<file path="src/hw/mem_bus_pkg.sv">
// data side definitions shared by the cache and the memory model
package mem_bus_pkg;

  // width of one data word on both the processor and memory side
  localparam int WORD_W = 32;

  // one data word
  typedef logic [WORD_W-1:0] word_t;

  // a cache line moves as this many single-word transfers
  // fill and writeback each issue one request per word,
  // each held steady until a cycle with dwait low
  localparam int WORDS_PER_LINE = 2;

  // memory side handshake, for reference
  //   dREN / dWEN with daddr (and dstore on a write) held until !dwait
  //   dload valid in the !dwait cycle of a read
  //   only one of dREN / dWEN is high at a time

endpackage

</file>
<file path="src/hw/cache_geom_pkg.sv">
// geometry of the data cache as seen from the byte address
// address layout, msb first: tag | index | word select | byte offset
package cache_geom_pkg;

  // byte address as issued by the processor
  localparam int ADDR_W = 32;

  // words are 4 bytes, low two bits always zero on the bus
  localparam int BYTE_OFF_W = 2;

  // two words per line -> one select bit
  localparam int WORD_SEL_W = 1;

  // default set count, top level may override
  localparam int DEF_SETS = 8;

  // final store after a flush carries the hit count here
  localparam logic [ADDR_W-1:0] HIT_COUNT_ADDR = 32'h0000_3100;

  // index bits needed for a given set count
  // a single set still gets one bit so the vectors stay legal
  function automatic int index_bits(input int sets);
    int bits;
    bits = $clog2(sets);
    if (bits < 1) begin
      bits = 1;
    end
    return bits;
  endfunction

  // tag width then follows as
  //   ADDR_W - index_bits(SETS) - WORD_SEL_W - BYTE_OFF_W
  // 26 bits for the default of 8 sets

endpackage
</file>
<file path="src/hw/dcache.sv">
// two way write-back data cache, top level
// two identical ways side by side, controller merges their results
module dcache #(
  parameter int SETS = cache_geom_pkg::DEF_SETS
) (
  input  logic               CLK,
  input  logic               nRST,
  // processor side
  input  logic               dmemREN,
  input  logic               dmemWEN,
  input  mem_bus_pkg::word_t dmemaddr,
  input  mem_bus_pkg::word_t dmemstore,
  input  logic               halt,
  output logic               dhit,
  output mem_bus_pkg::word_t dmemload,
  output logic               flushed,
  // memory side
  output logic               dREN,
  output logic               dWEN,
  output mem_bus_pkg::word_t daddr,
  output mem_bus_pkg::word_t dstore,
  input  mem_bus_pkg::word_t dload,
  input  logic               dwait
);
  import cache_geom_pkg::*;
  import mem_bus_pkg::*;

  localparam int IDX_W = index_bits(SETS);
  localparam int TAG_W = ADDR_W - IDX_W - WORD_SEL_W - BYTE_OFF_W;

  // shared write port, driven by the controller
  logic [IDX_W-1:0]      way_index;
  logic [TAG_W-1:0]      way_tag;
  logic                  we0, we1;
  logic [WORD_SEL_W-1:0] word_sel;
  word_t                 wdata;
  logic                  wvalid, wdirty;

  // per way results
  logic             hit0, hit1;
  logic [TAG_W-1:0] tag0, tag1;
  word_t            w0_word0, w0_word1, w1_word0, w1_word1;
  logic             valid0, valid1, dirty0, dirty1;

  dcache_way #(.SETS(SETS)) way0 (
    .CLK(CLK), .nRST(nRST), .index(way_index), .tag(way_tag), .we(we0),
    .word_sel(word_sel), .wdata(wdata), .wvalid(wvalid), .wdirty(wdirty),
    .hit(hit0), .line_tag(tag0), .line_word0(w0_word0), .line_word1(w0_word1),
    .line_valid(valid0), .line_dirty(dirty0)
  );

  dcache_way #(.SETS(SETS)) way1 (
    .CLK(CLK), .nRST(nRST), .index(way_index), .tag(way_tag), .we(we1),
    .word_sel(word_sel), .wdata(wdata), .wvalid(wvalid), .wdirty(wdirty),
    .hit(hit1), .line_tag(tag1), .line_word0(w1_word0), .line_word1(w1_word1),
    .line_valid(valid1), .line_dirty(dirty1)
  );

  dcache_ctrl #(.SETS(SETS)) ctrl (
    .CLK(CLK), .nRST(nRST),
    .dmemREN(dmemREN), .dmemWEN(dmemWEN), .dmemaddr(dmemaddr), .dmemstore(dmemstore),
    .halt(halt), .dhit(dhit), .dmemload(dmemload), .flushed(flushed),
    .dload(dload), .dwait(dwait), .dREN(dREN), .dWEN(dWEN), .daddr(daddr), .dstore(dstore),
    .hit0(hit0), .hit1(hit1),
    .way0_tag(tag0), .way0_word0(w0_word0), .way0_word1(w0_word1),
    .way0_valid(valid0), .way0_dirty(dirty0),
    .way1_tag(tag1), .way1_word0(w1_word0), .way1_word1(w1_word1),
    .way1_valid(valid1), .way1_dirty(dirty1),
    .way_index(way_index), .way_tag(way_tag), .we0(we0), .we1(we1),
    .word_sel(word_sel), .wdata(wdata), .wvalid(wvalid), .wdirty(wdirty)
  );

endmodule

</file>
<file path="src/hw/dcache_ctrl.sv">
// controller of the two way data cache
// hit detection, lru, miss fill, dirty writeback, halt flush and hit count store
module dcache_ctrl #(
  parameter int SETS = cache_geom_pkg::DEF_SETS,
  localparam int IDX_W = cache_geom_pkg::index_bits(SETS),
  localparam int TAG_W = cache_geom_pkg::ADDR_W - IDX_W - cache_geom_pkg::WORD_SEL_W
                         - cache_geom_pkg::BYTE_OFF_W
) (
  input  logic                                  CLK,
  input  logic                                  nRST,
  // processor side
  input  logic                                  dmemREN,
  input  logic                                  dmemWEN,
  input  mem_bus_pkg::word_t                    dmemaddr,
  input  mem_bus_pkg::word_t                    dmemstore,
  input  logic                                  halt,
  output logic                                  dhit,
  output mem_bus_pkg::word_t                    dmemload,
  output logic                                  flushed,
  // memory side
  input  mem_bus_pkg::word_t                    dload,
  input  logic                                  dwait,
  output logic                                  dREN,
  output logic                                  dWEN,
  output mem_bus_pkg::word_t                    daddr,
  output mem_bus_pkg::word_t                    dstore,
  // results from the ways
  input  logic                                  hit0,
  input  logic                                  hit1,
  input  logic [TAG_W-1:0]                      way0_tag,
  input  mem_bus_pkg::word_t                    way0_word0,
  input  mem_bus_pkg::word_t                    way0_word1,
  input  logic                                  way0_valid,
  input  logic                                  way0_dirty,
  input  logic [TAG_W-1:0]                      way1_tag,
  input  mem_bus_pkg::word_t                    way1_word0,
  input  mem_bus_pkg::word_t                    way1_word1,
  input  logic                                  way1_valid,
  input  logic                                  way1_dirty,
  // shared way write port
  output logic [IDX_W-1:0]                      way_index,
  output logic [TAG_W-1:0]                      way_tag,
  output logic                                  we0,
  output logic                                  we1,
  output logic [cache_geom_pkg::WORD_SEL_W-1:0] word_sel,
  output mem_bus_pkg::word_t                    wdata,
  output logic                                  wvalid,
  output logic                                  wdirty
);
  import cache_geom_pkg::*;
  import mem_bus_pkg::*;

  typedef enum logic [3:0] {
    IDLE, FETCH1, FETCH2, WB1, WB2,
    FLUSH_W0L, FLUSH_W0H, FLUSH_W1L, FLUSH_W1H,
    STORE_COUNT, DONE
  } ctrl_state_e;

  localparam logic [WORD_SEL_W-1:0] SEL_LO = WORD_SEL_W'(0);
  localparam logic [WORD_SEL_W-1:0] SEL_HI = WORD_SEL_W'(1);
  localparam logic [BYTE_OFF_W-1:0] BYTE0  = '0;

  ctrl_state_e state, next_state, flush_next;

  // request decode
  logic [TAG_W-1:0]      rq_tag;
  logic [IDX_W-1:0]      rq_idx;
  logic [WORD_SEL_W-1:0] rq_sel;
  logic                  req;

  // victim line, picked by lru
  logic [SETS-1:0]  lru;                     // 1 -> way1 is the next victim
  logic             victim;
  logic [TAG_W-1:0] vic_tag;
  word_t            vic_word0, vic_word1;
  logic             vic_valid, vic_dirty;

  // flush walk
  logic [IDX_W-1:0] flush_idx;
  logic             flushing, fl_way, fl_word, fl_dirty, fl_step, last_set;
  logic [TAG_W-1:0] fl_tag;
  word_t            fl_data;

  logic  cache_we, tgt_way;
  logic  missed;                             // current request already missed once
  word_t hit_count;

  assign rq_tag = dmemaddr[ADDR_W-1 -: TAG_W];
  assign rq_idx = dmemaddr[BYTE_OFF_W+WORD_SEL_W +: IDX_W];
  assign rq_sel = dmemaddr[BYTE_OFF_W +: WORD_SEL_W];
  assign req    = dmemREN | dmemWEN;

  // hit only counts while idle, flush indexing would fake one
  assign dhit = (state == IDLE) && !halt && req && (hit0 | hit1);

  always_comb begin
    dmemload = '0;                           // miss loads zero
    if (dhit) begin
      if (hit1) begin
        dmemload = (rq_sel == SEL_LO) ? way1_word0 : way1_word1;
      end else begin
        dmemload = (rq_sel == SEL_LO) ? way0_word0 : way0_word1;
      end
    end
  end

  assign victim    = lru[rq_idx];
  assign vic_tag   = victim ? way1_tag   : way0_tag;
  assign vic_word0 = victim ? way1_word0 : way0_word0;
  assign vic_word1 = victim ? way1_word1 : way0_word1;
  assign vic_valid = victim ? way1_valid : way0_valid;
  assign vic_dirty = victim ? way1_dirty : way0_dirty;

  // flush order per set: way0 lo, way0 hi, way1 lo, way1 hi
  assign flushing = (state == FLUSH_W0L) || (state == FLUSH_W0H) ||
                    (state == FLUSH_W1L) || (state == FLUSH_W1H);
  assign fl_way   = (state == FLUSH_W1L) || (state == FLUSH_W1H);
  assign fl_word  = (state == FLUSH_W0H) || (state == FLUSH_W1H);
  assign fl_dirty = fl_way ? way1_dirty : way0_dirty;
  assign fl_tag   = fl_way ? way1_tag : way0_tag;
  assign fl_data  = fl_way ? (fl_word ? way1_word1 : way1_word0)
                           : (fl_word ? way0_word1 : way0_word0);
  assign fl_step  = flushing && (!fl_dirty || !dwait);   // clean word skips at once
  assign last_set = (flush_idx == IDX_W'(SETS - 1));

  always_comb begin
    case (state)
      FLUSH_W0L: flush_next = FLUSH_W0H;
      FLUSH_W0H: flush_next = FLUSH_W1L;
      FLUSH_W1L: flush_next = FLUSH_W1H;
      default:   flush_next = last_set ? STORE_COUNT : FLUSH_W0L;
    endcase
  end

  // ways see the flush set while flushing, else the request set
  assign way_index = flushing ? flush_idx : rq_idx;
  assign way_tag   = rq_tag;
  assign we0       = cache_we && !tgt_way;
  assign we1       = cache_we && tgt_way;
  assign flushed   = (state == DONE);

  // next state and memory drive
  always_comb begin
    next_state = state;
    dREN       = 1'b0;
    dWEN       = 1'b0;
    daddr      = '0;
    dstore     = '0;
    cache_we   = 1'b0;
    tgt_way    = victim;                     // fills go to the lru way
    word_sel   = rq_sel;
    wdata      = dmemstore;
    wvalid     = 1'b1;
    wdirty     = 1'b1;
    case (state)
      IDLE: begin
        if (halt) begin
          next_state = FLUSH_W0L;
        end else if (dhit) begin
          cache_we = dmemWEN;                // write hit marks the line dirty
          tgt_way  = hit1;
        end else if (req) begin
          next_state = (vic_valid && vic_dirty) ? WB1 : FETCH1;
        end
      end
      FETCH1, FETCH2: begin
        dREN     = 1'b1;
        word_sel = (state == FETCH2) ? SEL_HI : SEL_LO;
        daddr    = {rq_tag, rq_idx, word_sel, BYTE0};
        wdata    = dload;
        wvalid   = (state == FETCH2);        // valid only once both words are in
        wdirty   = 1'b0;
        if (!dwait) begin
          cache_we   = 1'b1;
          next_state = (state == FETCH2) ? IDLE : FETCH2;
        end
      end
      WB1: begin
        dWEN   = 1'b1;
        daddr  = {vic_tag, rq_idx, SEL_LO, BYTE0};
        dstore = vic_word0;
        if (!dwait) next_state = WB2;
      end
      WB2: begin
        dWEN   = 1'b1;
        daddr  = {vic_tag, rq_idx, SEL_HI, BYTE0};
        dstore = vic_word1;
        if (!dwait) next_state = FETCH1;   // old line is out, refill
      end
      FLUSH_W0L, FLUSH_W0H, FLUSH_W1L, FLUSH_W1H: begin
        dWEN   = fl_dirty;
        daddr  = {fl_tag, flush_idx, WORD_SEL_W'(fl_word), BYTE0};
        dstore = fl_data;
        if (fl_step) next_state = flush_next;
      end
      STORE_COUNT: begin
        dWEN   = 1'b1;
        daddr  = HIT_COUNT_ADDR;
        dstore = hit_count;
        if (!dwait) next_state = DONE;
      end
      default: begin
        next_state = DONE;                   // parked until reset
      end
    endcase
  end

  always_ff @(posedge CLK, negedge nRST) begin
    if (!nRST) begin
      state     <= IDLE;
      lru       <= '0;
      flush_idx <= '0;
      missed    <= 1'b0;
      hit_count <= '0;
    end else begin
      state <= next_state;
      if (dhit) begin
        lru[rq_idx] <= !hit1;                // the other way becomes victim
      end else if ((state == FETCH2) && !dwait) begin
        lru[rq_idx] <= !victim;              // just filled, keep it
      end
      if (fl_step && (state == FLUSH_W1H) && !last_set) begin
        flush_idx <= flush_idx + 1'b1;
      end
      // first cycle hit -> counted, anything after a miss is not
      if (dhit) begin
        missed <= 1'b0;
        if (!missed) hit_count <= hit_count + 1'b1;
      end else if ((state == IDLE) && req && !halt) begin
        missed <= 1'b1;
      end
    end
  end

endmodule

</file>
<file path="src/hw/dcache_way.sv">
// one way of the data cache
// per set: tag, valid, dirty and a two word line
// single write port shared by fill, write hit and nothing else
module dcache_way #(
  parameter int SETS = cache_geom_pkg::DEF_SETS,
  localparam int IDX_W = cache_geom_pkg::index_bits(SETS),
  localparam int TAG_W = cache_geom_pkg::ADDR_W - IDX_W - cache_geom_pkg::WORD_SEL_W
                         - cache_geom_pkg::BYTE_OFF_W
) (
  input  logic                                  CLK,
  input  logic                                  nRST,
  input  logic [IDX_W-1:0]                      index,      // request or flush set
  input  logic [TAG_W-1:0]                      tag,        // compare and write tag
  input  logic                                  we,         // write this way's set
  input  logic [cache_geom_pkg::WORD_SEL_W-1:0] word_sel,   // which word of the line
  input  mem_bus_pkg::word_t                    wdata,
  input  logic                                  wvalid,
  input  logic                                  wdirty,
  output logic                                  hit,
  output logic [TAG_W-1:0]                      line_tag,
  output mem_bus_pkg::word_t                    line_word0,
  output mem_bus_pkg::word_t                    line_word1,
  output logic                                  line_valid,
  output logic                                  line_dirty
);
  import mem_bus_pkg::*;

  // storage arrays
  logic [TAG_W-1:0] tags [SETS];
  word_t            data [SETS][WORDS_PER_LINE];
  logic [SETS-1:0]  valid;                   // cleared on reset, all lines invalid
  logic [SETS-1:0]  dirty;

  // state bits of the line
  always_ff @(posedge CLK, negedge nRST) begin
    if (!nRST) begin
      valid <= '0;
      dirty <= '0;
    end else if (we) begin
      valid[index] <= wvalid;                // fill clears then sets valid
      dirty[index] <= wdirty;                // write hit sets, fill clears
    end
  end

  // tag and data payload
  always_ff @(posedge CLK) begin
    if (we) begin
      tags[index]           <= tag;
      data[index][word_sel] <= wdata;        // only one word per write
    end
  end

  // addressed line, read combinationally
  assign line_tag   = tags[index];
  assign line_word0 = data[index][0];
  assign line_word1 = data[index][1];
  assign line_valid = valid[index];
  assign line_dirty = dirty[index];

  // tag compare against a valid entry
  assign hit = line_valid && (line_tag == tag);

endmodule

</file>
<file path="config.mk">
export PLATFORM = sky130hd
export DESIGN_NAME = dcache
export DESIGN_NICKNAME = d
export VERILOG_FILES = /design/src/hw/mem_bus_pkg.sv /design/src/hw/cache_geom_pkg.sv /design/src/hw/dcache.sv /design/src/hw/dcache_ctrl.sv /design/src/hw/dcache_way.sv
export SDC_FILE = /design/constraint.sdc
export NUM_CORES = 2
export LEC_CHECK = 0
export BUFFER_PORTS_ARGS = -buffer_cell sky130_fd_sc_hd__buf_2
export CELL_PAD_IN_SITES_DETAIL_PLACEMENT = 1
export CELL_PAD_IN_SITES_GLOBAL_PLACEMENT = 2
export CORE_UTILIZATION = 48
export DETAILED_ROUTE_END_ITERATION = 10
export GPL_TIMING_DRIVEN = 1
export PLACE_DENSITY = 0.92
export SYNTH_ARGS = -nofsm -noshare
export SYNTH_HDL_FRONTEND = slang
export SYNTH_SLANG_ARGS = --single-unit
</file>
<file path="constraint.sdc">
create_clock -name CLK -period 12.3 [get_ports CLK]
set_input_delay 1.23 -clock CLK [delete_from_list [all_inputs] [get_ports CLK]]
set_output_delay 1.23 -clock CLK [all_outputs]
set_load 0.05 [all_outputs]
</file>
==> flow_summary.yaml <==
sta:
  maxSlewViolCount: 0
  clock_skew_ns: 0.0445
  finalSetupTns_ns: 0
  rsz0062_at_grt: "no"
  worst_pin_slew_ns: 1.43
  post-route-min-period_ns: 10.66
  setup_violations: 0
  final_min_period_over_clock_period: 0.867
  relSlewSlack: 0.0460
  hold_viol_final: 0
  fmax_mhz: 93.8
worst_setup_path:
  crit_required_ns: 11.07
  crit_buf_inv: 5
  cp_cell_sequence: "nor2b_4 > buf_4 > a21oi_2 > buf_4 > o21ai_4 > buf_12 > buf_4 > mux2i_1 > a32o_1 > a221oi_1 > xor2_1 > a2111oi_0 > and3_1 > nand3_2 > mux2i_1 > nor2_1 > a311oi_1 > buf_2"
  path_delay_family: "compound AO/OA/AOI/OAI gates"
  cp_max_fo: 106
  start_kind: "flop"
  endpoint_kind: "output port"
  critPathMaxStageDelay_ns: 0.99
  cpMaxStageDelayCell: "a311oi_1"
  cpMostUsedCell: "buf_4"
  cp.arrival_ns: 9.43
  crit_type: "flop to output port"
yosys:
  synth_edf_count: 1440
  synthArstFlopShare: 0.0526
  ys_warn_count: 0
  netlist_area_um2: 62900
  seq_area_frac_synth: 0.720
  synth_cell_type_count: 80
  yosys_register_bits: 1520
  syn_area_per_cell_um2: 13.9
  ys.flop_type: "edfxtp_1"
  syn_inst: 4527
power_and_ir_drop:
  vdd_ir_drop_max_mv: 0.332
  powerDensity_nw_per_um2: 316
  p_leak_uw: 0.0244
  total_power_uw: 22500
routing:
  vias_per_cell: 6.99
  drt_iter0_drc: 6930
  postRouteAntennaNets: 0
  dr_total_vias: 46002
  drc_errors: 0
  first_pass_iters: 6
  wire_per_inst_um: 36.5
  wl_um: 240000
grt:
  grtUsageTotal: 0.359
  grt_pass1_wl_um: 337000
  antenna_found_initial: 21
  grt_pass1_vias: 47269
  grt_max_degree: 107
  gr-total-overflow: 0
place:
  place_inst: 6292
  placed_cell_area_um2: 66300
  gp_congestion: 0.884
  port_buffers: 197
  dp_hpwl_um: 136000
outcome:
  status: "complete, no violations"
die:
  io-pin-count: 202
  core_um2: 130000
  dieArea_um2: 132000
  start_util: 0.485
  die_w_um: 364
  fp.dieH_um: 364
  fp-row-count: 132
clock_network:
  clock_latency_ns: 0.82
  post_cts_resized: 0
  cts_tree: "done"
  cts_root_buf: "clkbuf_16"
  cts_buffer_depth: 3
  numCtsBuffers: 157
  h-tree-depth: 4
  cts.sinks: 1520
  postCtsSetupRepairBufs: 0
  ctsHoldBuffers: 0
  clk_pin_slew_ns: 0.06
layout:
  fin_nets: 4814
  area_delta_synth_final_pct: 13.3
  final_area_um2: 71300
  fill_cells: 12493
  finalNonFillerCells: 6579
  layout-drive-gt1-share: 0.152
min_path:
  hold_path.class: "input pin to async pin"
flow_run:
  maxCapViolCount: 0
[final cells by class]
| class | instances | area [µm²] | area share |
|---|---|---|---|
| Timing Repair Buffer | 332 | 2060 | 0.0290 |
| Inverter | 55 | 208 | 0.00291 |
| Clock buffer | 194 | 4180 | 0.0587 |
| Tap cell | 1742 | 2180 | 0.0306 |
| Sequential cell | 1520 | 45200 | 0.635 |
| Clock inverter | 85 | 718 | 0.0101 |
| Antenna cell | 8 | 20.0 | 0.000281 |
| Multi-Input combinational cell | 2643 | 16600 | 0.233 |
[where the power goes]
| part | switching (µW) | internal (µW) |
|---|---|---|
| Clock | 2070 | 2590 |
| Combinational | 8490 | 2700 |
| Sequential | 117 | 6580 |
[Yosys cell counts (6+ instances only)]
library cell	number	area share
a221o_1	14	0.0022
a221oi_1	34	0.0047
o22a_1	18	0.0025
a211oi_1	12	0.0014
o2111ai_1	24	0.0033
o221ai_1	63	0.0088
dfrtp_1	80	0.032
a2111oi_0	14	0.0020
a21oi_1	92	0.0073
a311oi_1	14	0.0020
mux2i_1	162	0.026
clkbuf_1	212	0.013
o211a_1	11	0.0018
a32oi_1	15	0.0021
inv_1	52	0.0031
a222oi_1	18	0.0029
nor4_1	10	0.0010
or3_1	34	0.0034
nor3_1	40	0.0032
o21ai_0	241	0.019
xnor2_1	30	0.0042
nand2_1	666	0.040
edfxtp_1	1440	0.69
o22ai_1	229	0.023
nor2_1	318	0.019
buf_4	9	0.0011
a32o_1	32	0.0051
mux4_2	33	0.012
xor2_1	50	0.0070
or4_1	36	0.0043
and2_1	6	0.00060
a22oi_1	23	0.0027
and3_1	15	0.0015
mux2_2	50	0.0090
a22o_1	8	0.0011
a31oi_1	39	0.0039
nor3_2	7	0.0011
o211ai_1	46	0.0055
buf_6	7	0.0013
buf_2	36	0.0029
nand3_1	155	0.012
buf_1	46	0.0027
nand4_1	18	0.0018
[routing by layer]
| metal | track usage | vias to the layer above | routed length [µm] |
|---|---|---|---|
| met5 | 0 | - | 122 |
| met4 | 0.249 | 18 | 18300 |
| met3 | 0.0932 | 1050 | 29700 |
| met2 | 0.557 | 3825 | 109000 |
| met1 | 0.440 | 23232 | 82400 |
| li1 | - | 17877 | - |
[placed cells by master (no fill, tap or decap), types with 78 or more instances in the layout]
master and n:
nand2_1 658, a21oi_1 91, clkbuf_16 161, o22ai_1 228
nor2_1 295, buf_4 131, edfxtp_1 1440, nand3_1 151
buf_2 196, mux2i_1 162, dfrtp_1 78, o21ai_0 241
[worst paths after layout]
| kind | cells past startpoint | endpoint | startpoint | slack, ns |
|---|---|---|---|---|
| min in group CLK | 1 | ctrl.hit_count[3] | ctrl.hit_count[3] | 0.50 |
| worst max-delay path | 18 | dmemload[14] | ctrl.state[2] | 1.64 |
| max in group asynchronous | 2 | ctrl.hit_count[24] | nRST | 10.79 |
| worst min-delay path | 1 | ctrl.lru[2] | nRST | 0.30 |
| worst min register to register | 1 | ctrl.hit_count[3] | ctrl.hit_count[3] | 0.50 |
| worst max register to register | 18 | way1.data[2][19] | ctrl.state[2] | 2.85 |
[through the flow]
step                hold slack (ns)  setup slack [ns]  utilization
floorplan                     0.442              4.74            -
global placement              0.472              3.52        0.512
detailed placement            0.485              3.24        0.512
CTS                           0.265              2.33        0.549
global route                  0.316              1.74        0.550
finish                        0.298              1.64        0.550
[flip-flops by register name, summed over array words and instances (netlist names)]
name / cells
ctrl.flush_idx: 3
way1.tags: 208
way0.valid: 8
ctrl.hit_count: 32
ctrl.lru: 8
way1.valid: 8
way1.dirty: 8
ctrl.missed: 1
way1.data: 512
way0.data: 512
ctrl.state: 4
way0.tags: 208
way0.dirty: 8
[kinds of logic (layout without fill, tap and decap cells)]
kind of cell / count (synthesis) / after routing / synth area share
AO/OA/AOI/OAI: 977 / 977 / 0.106
other: 1 / 10 / 0.0000596
adder cells (fa/ha/maj): 3 / 3 / 0.000597
flip-flops: 1520 / 1520 / 0.720
multiplexers: 246 / 246 / 0.0469
XOR/XNOR: 80 / 80 / 0.0111
buffers and inverters: 365 / 666 / 0.0239
AND/OR/NAND/NOR: 1335 / 1335 / 0.0920
(Power assumes the default switching activity.)
